===== src/design/mwc_pkg.sv =====
/*
  Shared widths, tuple field positions and encodings for the memory write controller.
  Storage pointer is manager id over local address; the local address splits into
  channel, bank, page and word from the top down. fifo_depth must be a power of two.
*/

package mwc_pkg;

  // ------------------------------------------------------------
  // widths
  // ------------------------------------------------------------
  localparam int data_w   = 64;
  localparam int mgr_id_w = 6;
  localparam int ptr_w    = 24;
  localparam int loc_w    = ptr_w - mgr_id_w;
  localparam int opt_w    = 4;

  // dram split of the local address
  localparam int chan_w = 2;
  localparam int bank_w = 3;
  localparam int page_w = 8;
  localparam int word_w = 5;

  // ------------------------------------------------------------
  // tuple cycle layout
  // ------------------------------------------------------------
  localparam int opt0_lsb = 60;
  localparam int opt1_lsb = 56;
  localparam int val0_lsb = 24;
  localparam int val1_lsb = 0;

  // ingress queue sizing
  localparam int fifo_depth = 8;
  localparam int fifo_afull = 6;
  localparam int fifo_idx_w = $clog2(fifo_depth);
  localparam int fifo_cnt_w = $clog2(fifo_depth + 1);

  // ------------------------------------------------------------
  // encodings
  // ------------------------------------------------------------
  // bit 0 marks a start, bit 1 marks an end
  typedef enum logic [1:0] {
    mom     = 2'b00,
    som     = 2'b01,
    eom     = 2'b10,
    som_eom = 2'b11
  } cntl_e;

  typedef enum logic [1:0] {
    tuples = 2'd0,
    data   = 2'd1
  } ptype_e;

  typedef enum logic [opt_w-1:0] {
    none   = 4'd0,
    memory = 4'd1,
    other  = 4'd2
  } opt_e;

  typedef enum logic [2:0] {
    idle,
    head,
    slot0,
    slot1,
    pop,
    drain
  } ext_state_e;

endpackage


===== src/design/mwc_ingress_fifo.sv =====
/*
  Ingress queue for one packet source. ready works as a credit: it is registered
  and drops at fifo_afull, so a source that sampled ready high may still write.
  Writes are not checked against a full queue.
*/

`timescale 1ns/1ns

module mwc_ingress_fifo
  import mwc_pkg::*;
(
  input  logic              clk,
  input  logic              rst_n,
  // source side
  input  logic              valid,
  input  cntl_e             cntl,
  input  ptype_e            ptype,
  input  logic [data_w-1:0] data,
  output logic              ready,
  // extractor side
  input  logic              pop,
  output logic              head_valid,
  output cntl_e             head_cntl,
  output ptype_e            head_ptype,
  output logic [data_w-1:0] head_data
);

  cntl_e             mem_cntl  [fifo_depth];
  ptype_e            mem_ptype [fifo_depth];
  logic [data_w-1:0] mem_data  [fifo_depth];

  logic [fifo_idx_w-1:0] wr_ptr;
  logic [fifo_idx_w-1:0] rd_ptr;
  logic [fifo_cnt_w-1:0] count;
  logic [fifo_cnt_w-1:0] count_n;
  logic                  rd;

  assign rd = pop && head_valid;

  always_comb
  begin
    case ({valid, rd})
      2'b10:   count_n = count + 1'b1;
      2'b01:   count_n = count - 1'b1;
      default: count_n = count;
    endcase
  end

  // ------------------------------------------------------------
  // pointers, occupancy and the registered ready
  // ------------------------------------------------------------
  always_ff @(posedge clk or negedge rst_n)
  begin
    if (!rst_n)
    begin
      wr_ptr <= '0;
      rd_ptr <= '0;
      count  <= '0;
      ready  <= 1'b0;
    end
    else
    begin
      if (valid)
        wr_ptr <= wr_ptr + 1'b1;
      if (rd)
        rd_ptr <= rd_ptr + 1'b1;
      count <= count_n;
      // two entries of slack cover the one cycle lag
      ready <= (count_n < fifo_afull);
    end
  end

  // storage
  always_ff @(posedge clk)
  begin
    if (valid)
    begin
      mem_cntl[wr_ptr]  <= cntl;
      mem_ptype[wr_ptr] <= ptype;
      mem_data[wr_ptr]  <= data;
    end
  end

  assign head_valid = (count != '0);
  assign head_cntl  = mem_cntl[rd_ptr];
  assign head_ptype = mem_ptype[rd_ptr];
  assign head_data  = mem_data[rd_ptr];

endmodule


===== src/design/mwc_desc_extract.sv =====
/*
  Picks a source at each packet boundary, noc first, and holds it to the end cycle.
  Tuple cycles are checked slot by slot; a slot is kept only when its option is
  memory and its pointer carries this manager's id. Data packets are discarded.
*/

`timescale 1ns/1ns

module mwc_desc_extract
  import mwc_pkg::*;
(
  input  logic                clk,
  input  logic                rst_n,
  input  logic [mgr_id_w-1:0] mgr_id,
  // noc queue head
  input  logic                noc_head_valid,
  input  cntl_e               noc_head_cntl,
  input  ptype_e              noc_head_ptype,
  input  logic [data_w-1:0]   noc_head_data,
  // rdp queue head
  input  logic                rdp_head_valid,
  input  cntl_e               rdp_head_cntl,
  input  ptype_e              rdp_head_ptype,
  input  logic [data_w-1:0]   rdp_head_data,
  output logic                noc_pop,
  output logic                rdp_pop,
  // request generator
  output logic                push,
  output logic [ptr_w-1:0]    push_ptr,
  input  logic                full
);

  ext_state_e state;
  ext_state_e state_n;
  logic       sel_rdp;
  logic       sel_rdp_n;

  // head of the selected source
  logic              h_valid;
  cntl_e             h_cntl;
  ptype_e            h_ptype;
  logic [data_w-1:0] h_data;
  logic              h_last;

  logic [ptr_w-1:0] ptr0;
  logic [ptr_w-1:0] ptr1;
  logic             want0;
  logic             want1;
  logic             pop_now;

  assign h_valid = sel_rdp ? rdp_head_valid : noc_head_valid;
  assign h_cntl  = sel_rdp ? rdp_head_cntl  : noc_head_cntl;
  assign h_ptype = sel_rdp ? rdp_head_ptype : noc_head_ptype;
  assign h_data  = sel_rdp ? rdp_head_data  : noc_head_data;
  assign h_last  = (h_cntl == eom) || (h_cntl == som_eom);

  // ------------------------------------------------------------
  // slot decode
  // ------------------------------------------------------------
  assign ptr0 = h_data[val0_lsb +: ptr_w];
  assign ptr1 = h_data[val1_lsb +: ptr_w];

  // each slot is judged on its own option only
  assign want0 = (h_data[opt0_lsb +: opt_w] == memory) &&
                 (ptr0[loc_w +: mgr_id_w] == mgr_id);
  assign want1 = (h_data[opt1_lsb +: opt_w] == memory) &&
                 (ptr1[loc_w +: mgr_id_w] == mgr_id);

  // ------------------------------------------------------------
  // state machine
  // ------------------------------------------------------------
  always_comb
  begin
    state_n   = state;
    sel_rdp_n = sel_rdp;
    case (state)
      idle:
      begin
        if (noc_head_valid)
        begin
          sel_rdp_n = 1'b0;
          state_n   = head;
        end
        else if (rdp_head_valid)
        begin
          sel_rdp_n = 1'b1;
          state_n   = head;
        end
      end
      head:
      begin
        // next cycle of the packet may not have arrived yet
        if (h_valid)
        begin
          if (h_ptype == tuples)
            state_n = slot0;
          else if (h_ptype == data)
            state_n = drain;
          else
            state_n = pop;
        end
      end
      slot0:
      begin
        if (!(want0 && full))
          state_n = slot1;
      end
      slot1:
      begin
        if (!(want1 && full))
          state_n = pop;
      end
      pop:
        state_n = h_last ? idle : head;
      drain:
      begin
        if (h_valid && h_last)
          state_n = idle;
      end
      default:
        state_n = idle;
    endcase
  end

  always_ff @(posedge clk or negedge rst_n)
  begin
    if (!rst_n)
    begin
      state   <= idle;
      sel_rdp <= 1'b0;
    end
    else
    begin
      state   <= state_n;
      sel_rdp <= sel_rdp_n;
    end
  end

  // outputs
  assign push = ((state == slot0) && want0 && !full) ||
                ((state == slot1) && want1 && !full);
  assign push_ptr = (state == slot1) ? ptr1 : ptr0;

  // drain pops one data cycle per clock while the head is there
  assign pop_now = (state == pop) || ((state == drain) && h_valid);
  assign noc_pop = pop_now && !sel_rdp;
  assign rdp_pop = pop_now && sel_rdp;

endmodule


===== src/design/mwc_request_gen.sv =====
/*
  Two-entry pointer queue in front of the memory port. Only the local address is
  kept; the manager id was already matched upstream. A push while full is not
  accepted by the caller, so it is not checked here.
*/

`timescale 1ns/1ns

module mwc_request_gen
  import mwc_pkg::*;
(
  input  logic              clk,
  input  logic              rst_n,
  input  logic              push,
  input  logic [ptr_w-1:0]  push_ptr,
  output logic              full,
  // memory request port
  output logic              mem_valid,
  output logic [chan_w-1:0] mem_channel,
  output logic [bank_w-1:0] mem_bank,
  output logic [page_w-1:0] mem_page,
  output logic [word_w-1:0] mem_word,
  input  logic              mem_ready
);

  // q0 is the oldest and is the one on the port
  logic [loc_w-1:0] q0;
  logic [loc_w-1:0] q1;
  logic [1:0]       count;
  logic             xfer;

  assign xfer = mem_valid && mem_ready;

  always_ff @(posedge clk or negedge rst_n)
  begin
    if (!rst_n)
      count <= 2'd0;
    else if (push && !xfer)
      count <= count + 2'd1;
    else if (xfer && !push)
      count <= count - 2'd1;
  end

  // entry moves
  always_ff @(posedge clk)
  begin
    if (push && (count == 2'd0 || (xfer && count == 2'd1)))
      q0 <= push_ptr[loc_w-1:0];
    else if (xfer)
      q0 <= q1;

    if (push && ((count == 2'd1 && !xfer) || count == 2'd2))
      q1 <= push_ptr[loc_w-1:0];
  end

  assign full      = (count == 2'd2);
  assign mem_valid = (count != 2'd0);

  // channel, bank, page, word from the top of the local address
  assign {mem_channel, mem_bank, mem_page, mem_word} = q0;

endmodule


===== src/design/mwc_top.sv =====
/*
  Memory write controller of one manager. Both sources follow the ready-as-credit
  rule; memory requests hold until mem_ready. Latency from input to request varies.
*/

`timescale 1ns/1ns

module mwc_top
  import mwc_pkg::*;
(
  input  logic                clk,
  input  logic                rst_n,
  input  logic [mgr_id_w-1:0] mgr_id,
  // noc source
  input  logic                noc_valid,
  input  cntl_e               noc_cntl,
  input  ptype_e              noc_ptype,
  input  logic [data_w-1:0]   noc_data,
  output logic                noc_ready,
  // rdp source
  input  logic                rdp_valid,
  input  cntl_e               rdp_cntl,
  input  ptype_e              rdp_ptype,
  input  logic [data_w-1:0]   rdp_data,
  output logic                rdp_ready,
  // memory
  output logic                mem_valid,
  output logic [chan_w-1:0]   mem_channel,
  output logic [bank_w-1:0]   mem_bank,
  output logic [page_w-1:0]   mem_page,
  output logic [word_w-1:0]   mem_word,
  input  logic                mem_ready
);

  logic              noc_head_valid;
  cntl_e             noc_head_cntl;
  ptype_e            noc_head_ptype;
  logic [data_w-1:0] noc_head_data;
  logic              noc_pop;

  logic              rdp_head_valid;
  cntl_e             rdp_head_cntl;
  ptype_e            rdp_head_ptype;
  logic [data_w-1:0] rdp_head_data;
  logic              rdp_pop;

  logic              push;
  logic [ptr_w-1:0]  push_ptr;
  logic              full;

  // ------------------------------------------------------------
  // ingress queues
  // ------------------------------------------------------------
  mwc_ingress_fifo u_noc_fifo (
    .clk        (clk),
    .rst_n      (rst_n),
    .valid      (noc_valid),
    .cntl       (noc_cntl),
    .ptype      (noc_ptype),
    .data       (noc_data),
    .ready      (noc_ready),
    .pop        (noc_pop),
    .head_valid (noc_head_valid),
    .head_cntl  (noc_head_cntl),
    .head_ptype (noc_head_ptype),
    .head_data  (noc_head_data)
  );

  mwc_ingress_fifo u_rdp_fifo (
    .clk        (clk),
    .rst_n      (rst_n),
    .valid      (rdp_valid),
    .cntl       (rdp_cntl),
    .ptype      (rdp_ptype),
    .data       (rdp_data),
    .ready      (rdp_ready),
    .pop        (rdp_pop),
    .head_valid (rdp_head_valid),
    .head_cntl  (rdp_head_cntl),
    .head_ptype (rdp_head_ptype),
    .head_data  (rdp_head_data)
  );

  // ------------------------------------------------------------
  // descriptor extraction and requests
  // ------------------------------------------------------------
  mwc_desc_extract u_extract (
    .clk            (clk),
    .rst_n          (rst_n),
    .mgr_id         (mgr_id),
    .noc_head_valid (noc_head_valid),
    .noc_head_cntl  (noc_head_cntl),
    .noc_head_ptype (noc_head_ptype),
    .noc_head_data  (noc_head_data),
    .rdp_head_valid (rdp_head_valid),
    .rdp_head_cntl  (rdp_head_cntl),
    .rdp_head_ptype (rdp_head_ptype),
    .rdp_head_data  (rdp_head_data),
    .noc_pop        (noc_pop),
    .rdp_pop        (rdp_pop),
    .push           (push),
    .push_ptr       (push_ptr),
    .full           (full)
  );

  mwc_request_gen u_req (
    .clk         (clk),
    .rst_n       (rst_n),
    .push        (push),
    .push_ptr    (push_ptr),
    .full        (full),
    .mem_valid   (mem_valid),
    .mem_channel (mem_channel),
    .mem_bank    (mem_bank),
    .mem_page    (mem_page),
    .mem_word    (mem_word),
    .mem_ready   (mem_ready)
  );

endmodule


===== config.mk =====
export PLATFORM = sky130hd
export DESIGN_NAME = mwc_top
export DESIGN_NICKNAME = d
export VERILOG_FILES = /design/src/design/mwc_pkg.sv /design/src/design/mwc_ingress_fifo.sv /design/src/design/mwc_desc_extract.sv /design/src/design/mwc_request_gen.sv /design/src/design/mwc_top.sv
export SDC_FILE = /design/constraint.sdc
export NUM_CORES = 1
export LEC_CHECK = 0
export ABC_CLOCK_PERIOD_IN_PS = 9660
export CORE_MARGIN = 1
export CORE_UTILIZATION = 50
export DETAILED_ROUTE_END_ITERATION = 10
export DONT_BUFFER_PORTS = 1
export SYNTH_ARGS = -nofsm -noshare
export SYNTH_HDL_FRONTEND = slang
export SYNTH_SLANG_ARGS = --single-unit
export TNS_END_PERCENT = 20

===== constraint.sdc =====
create_clock -name clk -period 9.66 [get_ports clk]
set_clock_uncertainty 0.2 [all_clocks]
set_input_delay 0.966 -clock clk [delete_from_list [all_inputs] [get_ports clk]]
set_output_delay 0.966 -clock clk [all_outputs]
set_load 0.03 [all_outputs]

# == Word-level counts from Yosys, hierarchy flattened ==
# Memory sizes are Yosys's and may differ from the RTL's.
# Cells that the tools add are included.
# Widths: inputs -> output; s select.
# totals
register_bits,64
ram_bits,1088
input_bits,147
output_inout_bits,21
elab_cells,122
memories,6
# op_classes
n_addsub,10
magnitude_cmp,2
n_eq_ne,23
muxes,27
reduce_logical,41
# memory_table
name,words,word_bits,read_ports,rd_clocked_by_memory_dff,write_ports,line_no,rtl
u_noc_fifo.mem_data,8,64,1,0,1,mwc_ingress_fifo.sv:30,logic [data_w-1:0] mem_data [fifo_depth];
u_rdp_fifo.mem_data,8,64,1,0,1,mwc_ingress_fifo.sv:30,
u_noc_fifo.mem_cntl,8,2,1,0,1,mwc_ingress_fifo.sv:28,cntl_e mem_cntl [fifo_depth];
u_noc_fifo.mem_ptype,8,2,1,0,1,mwc_ingress_fifo.sv:29,ptype_e mem_ptype [fifo_depth];
u_rdp_fifo.mem_cntl,8,2,1,0,1,mwc_ingress_fifo.sv:28,
u_rdp_fifo.mem_ptype,8,2,1,0,1,mwc_ingress_fifo.sv:29,
# ops
op,n
$mux 64,1
$mux 18,3
$logic_and 1x1->1,21
$mux 3,7
$pmux 3 s6,1
$pmux 4 s2,2
$add 3x1->3 const B,4
$eq 6x6->1,2
$eq 2x2->1 const B,5
$mux 1,9
$add 4x1->4 const B,2
$eq 2x1->1 const B,4
$eq 4x1->1 const B,2
$lt 4x3->1 const B,2
$mux 2,4
$reduce_bool 2->1,4
$reduce_bool 4->1,2
$sub 4x1->4 const B,2
$eq 3x2->1 const B,2
$eq 3x3->1 const B,2
$logic_or 1x1->1,5
$reduce_and 5->1,1
$logic_not 1->1,4
$logic_not 2->1,2
other kinds (8),10

# == Depth between registers and ports, before layout ==
# Gate-level depths: netlist of the first run.
# An unclocked memory read counts as a cell.
# depth
ltp_word,11
ltp_mapped,15
mapped_depth_nobuf,11

# == By module ==
# Synthesis of the first run repeated with hierarchy kept, for this count alone.
# unflattened
hier_cells,1890
hier_area_um2,44855.5
# modules_own_cells
mod,instances,cells_each,area_each_um2,seq_area_each_um2
mwc_ingress_fifo (u_noc_fifo),1,851,21046.4,16610.9
mwc_ingress_fifo (u_rdp_fifo),1,851,21045.2,16610.9
mwc_request_gen,1,75,1524.0,1131.1
mwc_desc_extract,1,113,1239.9,100.1

# == Worst setup path after synthesis of the first run ==
# No wires, ideal clock.
# synth_timing
path_kind,input port to flip-flop
startpoint,input rdp_valid
endpoint,"memory u_rdp_fifo.mem_cntl[0][1] (netlist bit), enable pin"
setup_time_ns,0.548
arrival_time_ns,5.077
t_required_ns,8.912
slack_ns,3.835
stages,2
path_buffers,0
path_cell_list,nand2b_1 -> nor3_1
# synth_via
elab_chain_cells,2
# synth_lines
item,line_no,rtl
"start, declared",mwc_top.sv:21,"input logic rdp_valid,"
$mux 1,mwc_ingress_fifo.sv:76,if (valid)
$mux 1 (implied by the code),mwc_ingress_fifo.sv:78,mem_cntl[wr_ptr] <= cntl;
"end, declared",mwc_ingress_fifo.sv:28,
# No other way between the ends.

# == Final worst setup path of the first run ==
# layout_timing
startpoint,register u_rdp_fifo.rd_ptr[1]
endpoint,"register u_req.q0[15], enable pin"
# layout_via
elab_chain_cells,9
word_cells_on_any_way,15
cone_classes,eq/ne: 4; mux: 1; reduce/logical: 9; memory: 1
# layout_lines
item,line_no,rtl
"start, declared",mwc_ingress_fifo.sv:33,logic [fifo_idx_w-1:0] rd_ptr;
"start signal, assigned",mwc_ingress_fifo.sv:66,rd_ptr <= rd_ptr + 1'b1;
$mem_v2 8x64 (*),-,
$mux 64 (*),mwc_desc_extract.sv:54,assign h_data = sel_rdp ? rdp_head_data : noc_head_data;
"$eq 6x6->1, or another cell as far along",mwc_desc_extract.sv:65,(ptr0[loc_w +: mgr_id_w] == mgr_id);
"$logic_and 1x1->1, on equally long branches","mwc_desc_extract.sv:64, mwc_desc_extract.sv:66",
"$logic_and 1x1->1, on equally long branches (2 in series)","mwc_desc_extract.sv:140, mwc_desc_extract.sv:141",
$logic_or 1x1->1 (*),mwc_desc_extract.sv:140,assign push = ((state == slot0) && want0 && !full) ||
$logic_and 1x1->1 (*),mwc_request_gen.sv:47,if (push && (count == 2'd0 || (xfer && count == 2'd1)))
$reduce_bool 2->1 (no source line) (*),-,
"end signal, assigned",mwc_request_gen.sv:48,q0 <= push_ptr[loc_w-1:0];
"end signal, assigned",mwc_request_gen.sv:50,q0 <= q1;
"end, declared",mwc_request_gen.sv:27,logic [loc_w-1:0] q0;
# Mark *: on every way between the ends. The rest lies on a longest branch, timed or not.
# A chain may end at the register's enable or synchronous reset.

==> impl_metrics.csv, run 1 <==
group,metric,value,unit
critical_path,reg2reg_depth,9,
timing,post-route-period-util,0.524,
critical_path,required,9.72,ns
global_route,grtUsageTotal,0.205,
global_route,grt_pass1_vias,18700,
clock_network,cts_inserted_buffers,102,
power_and_ir_drop,power_density,295,nW/µm²
timing,min_period,5.06,ns
detailed_routing,vias_per_cell,5.81,
clock_network,cts-root-buf,"clkbuf_16",
detailed_routing,highest_layer,"met4",
critical_path,path_class,"register to register",
detailed_routing,first_pass_iters,5,
clock_network,clock_sinks,1008,
clock_network,cts_setup_buffers,0,
cells_and_area,layout.nets,1970,
yosys,synth_area_leader_cell,"edfxtp_1",
timing,fin_tns_setup,0,ns
power_and_ir_drop,power.internal,9.14,mW
critical_path,r2r-end,"u_req.q0[15]",
timing,slew_viol_final,0,
global_route,grt_pass1_wl,117000,µm
yosys,syn_inst,1745,
placed_design,dp_cells,2731,
power_and_ir_drop,totalPowerFinal,12.8,mW
critical_path,crit_arrival,5.13,ns
detailed_routing,vias,17000,
critical_path,reg2reg_from,"u_rdp_fifo.rd_ptr[1]",
timing,rsz0062_at_grt,"no",
timing,fmax,198,MHz
yosys,syn-num-nets,1908,
yosys,async_flop_share,0.0278,
power_and_ir_drop,pwr-share-comb,0.245,
die,die_x,281,µm
yosys,synth_ff_type,"edfxtp_1",
cells_and_area,n_antenna_cell,0,
cells_and_area,drive_gt1_frac,0.254,
clock_network,clockBufferDepth,3,
timing,maxSlewHeadroom,0.195,
critical_path,start_kind,"register",
die,fp-row-count,101,
timing,hold_violations,0,
detailed_routing,drtAntennaViolNets,0,
timing,setup_viol,0,
die,die_h,281,µm
critical_path,path_max_fanout,58,
cells_and_area,design_area,43300,µm²
detailed_routing,finalWirelength,78000,µm
yosys,yosysSeqAreaShare,0.776,
min_path,hp-class,"input pin to register",
die,ios,168,
yosys,synth_cell_types,66,
yosys,synth_seq_cells,1008,
die,dieArea,78800,µm²
global_route,grt_max_degree,75,
global_route,antenna_found_initial,1,
min_path,holdPathStages,0,
yosys,synth_edf_count,980,
yosys,synth_area,38800,µm²
placed_design,portBuffers,0,
min_path,whs_endpoint,"u_noc_fifo.mem_data[4][32]",
power_and_ir_drop,power.switching,3.63,mW
placed_design,dpl-instance-area,40100,µm²
detailed_routing,drt_iter0_drc,1136,
power_and_ir_drop,leakagePower,13.7,nW
clock_network,htree_levels,3,
yosys,yosys-top-cells-area,"edfxtp_1 76%, mux4_2 13%, dfrtp_1 1.8%",
power_and_ir_drop,seqPwrFrac,0.464,
critical_path,critPathCaptureType,"register",
power_and_ir_drop,clkPwrFrac,0.291,
power_and_ir_drop,switching_share,0.285,
yosys,synth.avg_cell_area,22.3,µm²
detailed_routing,wl_per_cell,26.7,µm
die,start_util,0.508,
status,status,"complete, no violations",
global_route,grt_overflow,0,
die,fp.coreArea,76500,µm²
timing,worst_slew_pin_slew,1.20,ns
critical_path,r2r_setup_slack,4.60,ns
min_path,min-delay-start,"noc_data[32]",
detailed_routing,met2_length,39800,µm
detailed_routing,drc,0,
cells_and_area,area_growth,11.5,%
placed_design,hpwl,43500,µm
cells_and_area,post-route-util,0.567,
clock_network,clkSlewWorstSetupHoldPaths,0.06,ns
placed_design,place_congestion,0.789,
power_and_ir_drop,vdd_drop_max,214,µV
detailed_routing,wl_met1,31800,µm
clock_network,cts_tree,"done",
cells_and_area,fin_cells,2920,
clock_network,clock_latency,0.65,ns
yosys,synth.top_cell.area_share,0.758,
yosys,yosys_warnings,0,
detailed_routing,wl_met3,4960,µm
job,cap_violations,0,
## power groups by stage
stage | clock network, mW | logic [mW] | registers (mW)
2_1_floorplan | 0 | 2.49 | 5.82
3_3_place_gp | 0 | 3.18 | 5.98
3_5_place_dp | 0 | 3.21 | 6.02
4_1_cts | 3.80 | 3.23 | 5.94
5_1_grt | 3.97 | 3.40 | 6.00
6_report | 3.71 | 3.13 | 5.92
## stage by stage
step	hold WS, ns	setup WS (ns)
6_report	0.207	4.60
5_1_grt	0.179	4.10
4_1_cts	0.165	4.48
3_5_place_dp	0.266	4.48
3_3_place_gp	0.267	4.59
2_1_floorplan	0.250	3.83
## sequential cells by signal, summed over array words and instances (netlist names), 8 cells and up
name / count
u_rdp_fifo.mem_cntl: 8
u_rdp_fifo.mem_ptype: 16
u_req.q1: 18
u_rdp_fifo.mem_data: 448
u_noc_fifo.mem_cntl: 8
u_noc_fifo.mem_data: 448
u_noc_fifo.mem_ptype: 16
u_req.q0: 18
## cell usage after synthesis (16+ instances only)
cell type and number:
xnor2_1 25, nand2_1 44, nand2b_1 16, dfrtp_1 28, a21oi_1 22, edfxtp_1 980
nor2b_1 16, mux2_2 42, buf_2 27, clkbuf_1 28, mux4_2 218, nor2_1 39
nor4b_1 16, mux2i_1 59
## metal layers
layer / up-vias / global-route usage
met1: 9044 / 0.265
met4: 0 / 0.0566
met3: 100 / 0.0489
li1: 7431 / -
met5: - / 0
met2: 380 / 0.348
## critical path: stages, from the launching register on
cell,delay [ns]
dfrtp_4,1.04
buf_4,0.80
nand2_1,0.11
nor4_1,0.40
o311ai_0,0.21
o32ai_1,0.40
o2111ai_1,0.18
a21oi_2,0.19
o211ai_4,0.32
nand2_1,0.78
## worst max-delay path by stage
stage / slack (ns) / endpoint / start
after floorplan: 3.83 / u_rdp_fifo.mem_cntl[0][1] / rdp_valid
after global placement: 4.59 / u_req.q0[13] / u_rdp_fifo.rd_ptr[1]
after detailed placement: 4.48 / u_req.q0[16] / u_rdp_fifo.rd_ptr[1]
after CTS: 4.48 / u_req.q0[15] / u_rdp_fifo.rd_ptr[1]
after global routing: 4.10 / u_req.q0[15] / u_rdp_fifo.rd_ptr[1]
final: 4.60 / u_req.q0[15] / u_rdp_fifo.rd_ptr[1]
## cell type report
type                            instances  area (µm²)
Inverter                               14        52.6
Fill cell                            5603       33100
Clock buffer                          124        2700
Sequential cell                      1008       30200
Timing Repair Buffer                   32         255
Clock inverter                         63         475
Multi-Input combinational cell        649        8390
Tap cell                             1030        1290
## placed cells by master (no fill, tap or decap), types with 3 or more instances in the layout
master,netlist,layout
dfrtp_1,28,21
nand2_1,44,44
nor3b_1,3,3
nor4b_1,16,16
clkinv_2,0,24
xnor2_1,25,25
nand2b_1,16,16
mux2_2,42,42
inv_6,0,3
nor2_4,0,12
mux2_4,9,9
a21oi_1,22,22
clkbuf_1,28,18
o21ai_0,12,12
a22oi_1,3,3
xor2_1,15,15
buf_4,6,30
nor3_1,14,9
a221oi_1,5,5
nor4_1,9,9
nor3_2,0,5
clkinvlp_4,0,5
clkbuf_16,0,104
nor2b_1,16,16
bufinv_16,0,6
or4b_2,3,3
o22ai_1,7,7
edfxtp_1,980,980
clkinv_1,1,24
ha_1,14,14
nor2_1,39,27
a22o_1,6,6
mux2i_1,59,59
o41ai_1,4,4
a211oi_1,7,7
dfrtp_4,0,5
mux4_2,218,218
inv_1,12,12
## logic make-up (layout without fill, tap and decap cells)
group           after synthesis  after routing  share of synthesized area
flops                      1008           1008                      0.776
mux                         328            328                      0.157
simple gates                175            175                     0.0246
compound gates               90             90                     0.0167
buf+inv                      88            233                     0.0112
xor+xnor                     40             40                    0.00902
fa+ha+maj                    16             16                    0.00554
## what timing repair did
action / CTS / global route
resized for setup: 0 / 0
endpoints found under the hold margin: 28 / 0
hold buffers: 2 / 0
No activity file was read; power rests on OpenSTA's default activity.
==> run 2: changes to the inputs <==
--- a/config.mk
+++ b/config.mk
@@ -5,7 +5,7 @@
 export SDC_FILE = /design/constraint.sdc
 export NUM_CORES = 1
 export LEC_CHECK = 0
-export ABC_CLOCK_PERIOD_IN_PS = 9660
+export ABC_CLOCK_PERIOD_IN_PS = 4900
 export CORE_MARGIN = 1
 export CORE_UTILIZATION = 50
 export DETAILED_ROUTE_END_ITERATION = 10
==> constraint.sdc (replaced) <==
create_clock -name clk -period 4.9 [get_ports clk]
set_clock_uncertainty 0.2 [all_clocks]
set_input_delay 0.49 -clock clk [delete_from_list [all_inputs] [get_ports clk]]
set_output_delay 0.49 -clock clk [all_outputs]
set_load 0.03 [all_outputs]
==> impl_metrics.csv, run 2 (synthesized netlist as in run 1, its figures left out) <==
group,metric,value,unit
detailed_routing,first_pass_iters,4,
timing,worst_slew_pin_slew,1.10,ns
power_and_ir_drop,vdd_drop_max,447,µV
critical_path,start_kind,"register",
detailed_routing,vias_per_cell,5.75,
clock_network,cts_tree,"done",
die,start_util,0.508,
die,die_h,281,µm
placed_design,hpwl,44400,µm
clock_network,cts-root-buf,"clkbuf_16",
min_path,min-delay-start,"rdp_valid",
power_and_ir_drop,leakagePower,14.4,nW
timing,min_period,4.08,ns
critical_path,reg2reg_from,"u_noc_fifo.rd_ptr[0]",
placed_design,place_congestion,0.766,
timing,slew_viol_final,0,
die,ios,168,
clock_network,clock_latency,0.64,ns
critical_path,reg2reg_depth,10,
detailed_routing,finalWirelength,79000,µm
timing,setup_viol,0,
placed_design,portBuffers,0,
critical_path,required,5.02,ns
min_path,holdPathStages,3,
cells_and_area,drive_gt1_frac,0.240,
cells_and_area,layout.nets,2095,
global_route,grtUsageTotal,0.205,
clock_network,clockBufferDepth,3,
cells_and_area,reg.largest.list,"u_noc_fifo.mem_data (448), u_rdp_fifo.mem_data (448)",
global_route,grt_max_degree,88,
timing,whs,0.0516,ns
timing,fmax,245,MHz
clock_network,clock_sinks,1008,
global_route,grt_overflow,0,
critical_path,r2r_setup_slack,0.82,ns
die,fp.coreArea,76500,µm²
timing,maxSlewHeadroom,0.265,
clock_network,cts_inserted_buffers,102,
timing,rsz0062_at_grt,"no",
detailed_routing,drc,0,
timing,post-route-period-util,0.833,
critical_path,crit_arrival,4.20,ns
critical_path,cp-startpoint,"u_noc_fifo.rd_ptr[0]",
detailed_routing,vias,17500,
clock_network,clkSlewWorstSetupHoldPaths,0.06,ns
global_route,antenna_found_initial,8,
detailed_routing,drtAntennaViolNets,0,
power_and_ir_drop,totalPowerFinal,25.9,mW
cells_and_area,layout_commonest_cell,"edfxtp_1",
cells_and_area,final_cell_mix,"980 x edfxtp_1, 218 x mux4_2, 121 x dlygate4sd3_1, 104 x clkbuf_16, 59 x mux2i_1",
clock_network,htree_levels,3,
cells_and_area,fillCellCount,5473,
detailed_routing,wl_per_cell,25.9,µm
min_path,whs_endpoint,"u_rdp_fifo.count[0]",
detailed_routing,drt_iter0_drc,1190,
critical_path,r2r-end,"u_req.q0[12]",
critical_path,critPathCaptureType,"register",
die,fp-row-count,101,
critical_path,path_max_fanout,49,
global_route,grt_pass1_vias,18700,
cells_and_area,area_growth,15.5,%
status,status,"complete, no violations",
min_path,hp-class,"input pin to register",
die,dieArea,78800,µm²
global_route,grt_pass1_wl,118000,µm
clock_network,cts_setup_buffers,0,
timing,hold_violations,0,
critical_path,path_class,"register to register",
die,die_x,281,µm
cells_and_area,post-route-util,0.586,
job,cap_violations,0,
power_and_ir_drop,power_density,577,nW/µm²
[run 2: cell count changes in the layout (fill, tap and decap cells not counted), sizes merged]
cell,before,now
buf,31,36
bufinv,6,15
clkbuf,124,126
clkinv,50,44
clkinvlp,5,1
diode,0,5
dlygate4sd3,1,121
[run 2: worst max path at each step]
stage / end / slack, ns / depth (start not counted)
3_3_place_gp: u_req.q0[13] / 0.75 / 10
4_1_cts: u_req.q0[12] / 0.73 / 10
5_1_grt: u_req.q0[12] / 0.61 / 10
2_1_floorplan: u_noc_fifo.mem_cntl[0][1] / -0.45 / 2
6_report: u_req.q0[12] / 0.82 / 10
3_5_place_dp: u_req.q0[13] / 0.72 / 10
[run 2: metal layers]
layer	vias to the layer above	global-route usage	wire length, µm
met5	-	0	54
met4	8	0.0509	1380
met3	91	0.0455	3980
met2	352	0.339	39600
met1	9390	0.278	33900
li1	7695	-	-
[run 2: stage by stage]
stage,area (µm²),setup WS (ns),setup TNS [ns],std cells
2_1_floorplan,38800,-0.447,-78.02,1745
3_3_place_gp,40200,0.750,0,2736
3_5_place_dp,40200,0.724,0,2736
4_1_cts,44800,0.734,0,3046
5_1_grt,44800,0.608,0,3048
6_report,44800,0.821,0,3051
[run 2: final cells by class]
type | instances | area [µm²] | share of cell area
multi-input combinational | 649 | 8400 | 0.187
clock inverter | 62 | 682 | 0.0152
tap | 1030 | 1290 | 0.0287
inverter | 14 | 52.6 | 0.00117
clock buffer | 126 | 2690 | 0.0599
antenna | 5 | 12.5 | 0.000279
timing repair buffer | 157 | 1570 | 0.0350
sequential | 1008 | 30200 | 0.672
[run 2: timing repair]
item                                    in CTS  in global routing
endpoints found under the setup margin       0                  0
hold buffers                               122                  0
resized for setup                            0                  0
hold endpoints to repair                   978                  0
[run 2: worst max-delay path: stages (launching register included)]
cell and delay, ns:
dfrtp_4 0.98, mux4_2 0.60, mux2i_1 0.33, mux2i_1 0.15
xnor2_1 0.36, o2111ai_1 0.19, a21oi_2 0.20, o211ai_4 0.11
buf_4 0.24, nand2_1 0.09, buf_4 0.26
[run 2: report_power, final]
| part | switching (mW) | leakage [nW] | internal (mW) | total, mW |
|---|---|---|---|---|
| clock | 3.10 | 1.65 | 4.66 | 7.77 |
| sequential | 0.755 | 9.24 | 10.9 | 11.7 |
| combinational | 3.46 | 3.48 | 2.98 | 6.44 |
| total | 7.32 | 14.4 | 18.6 | 25.9 |
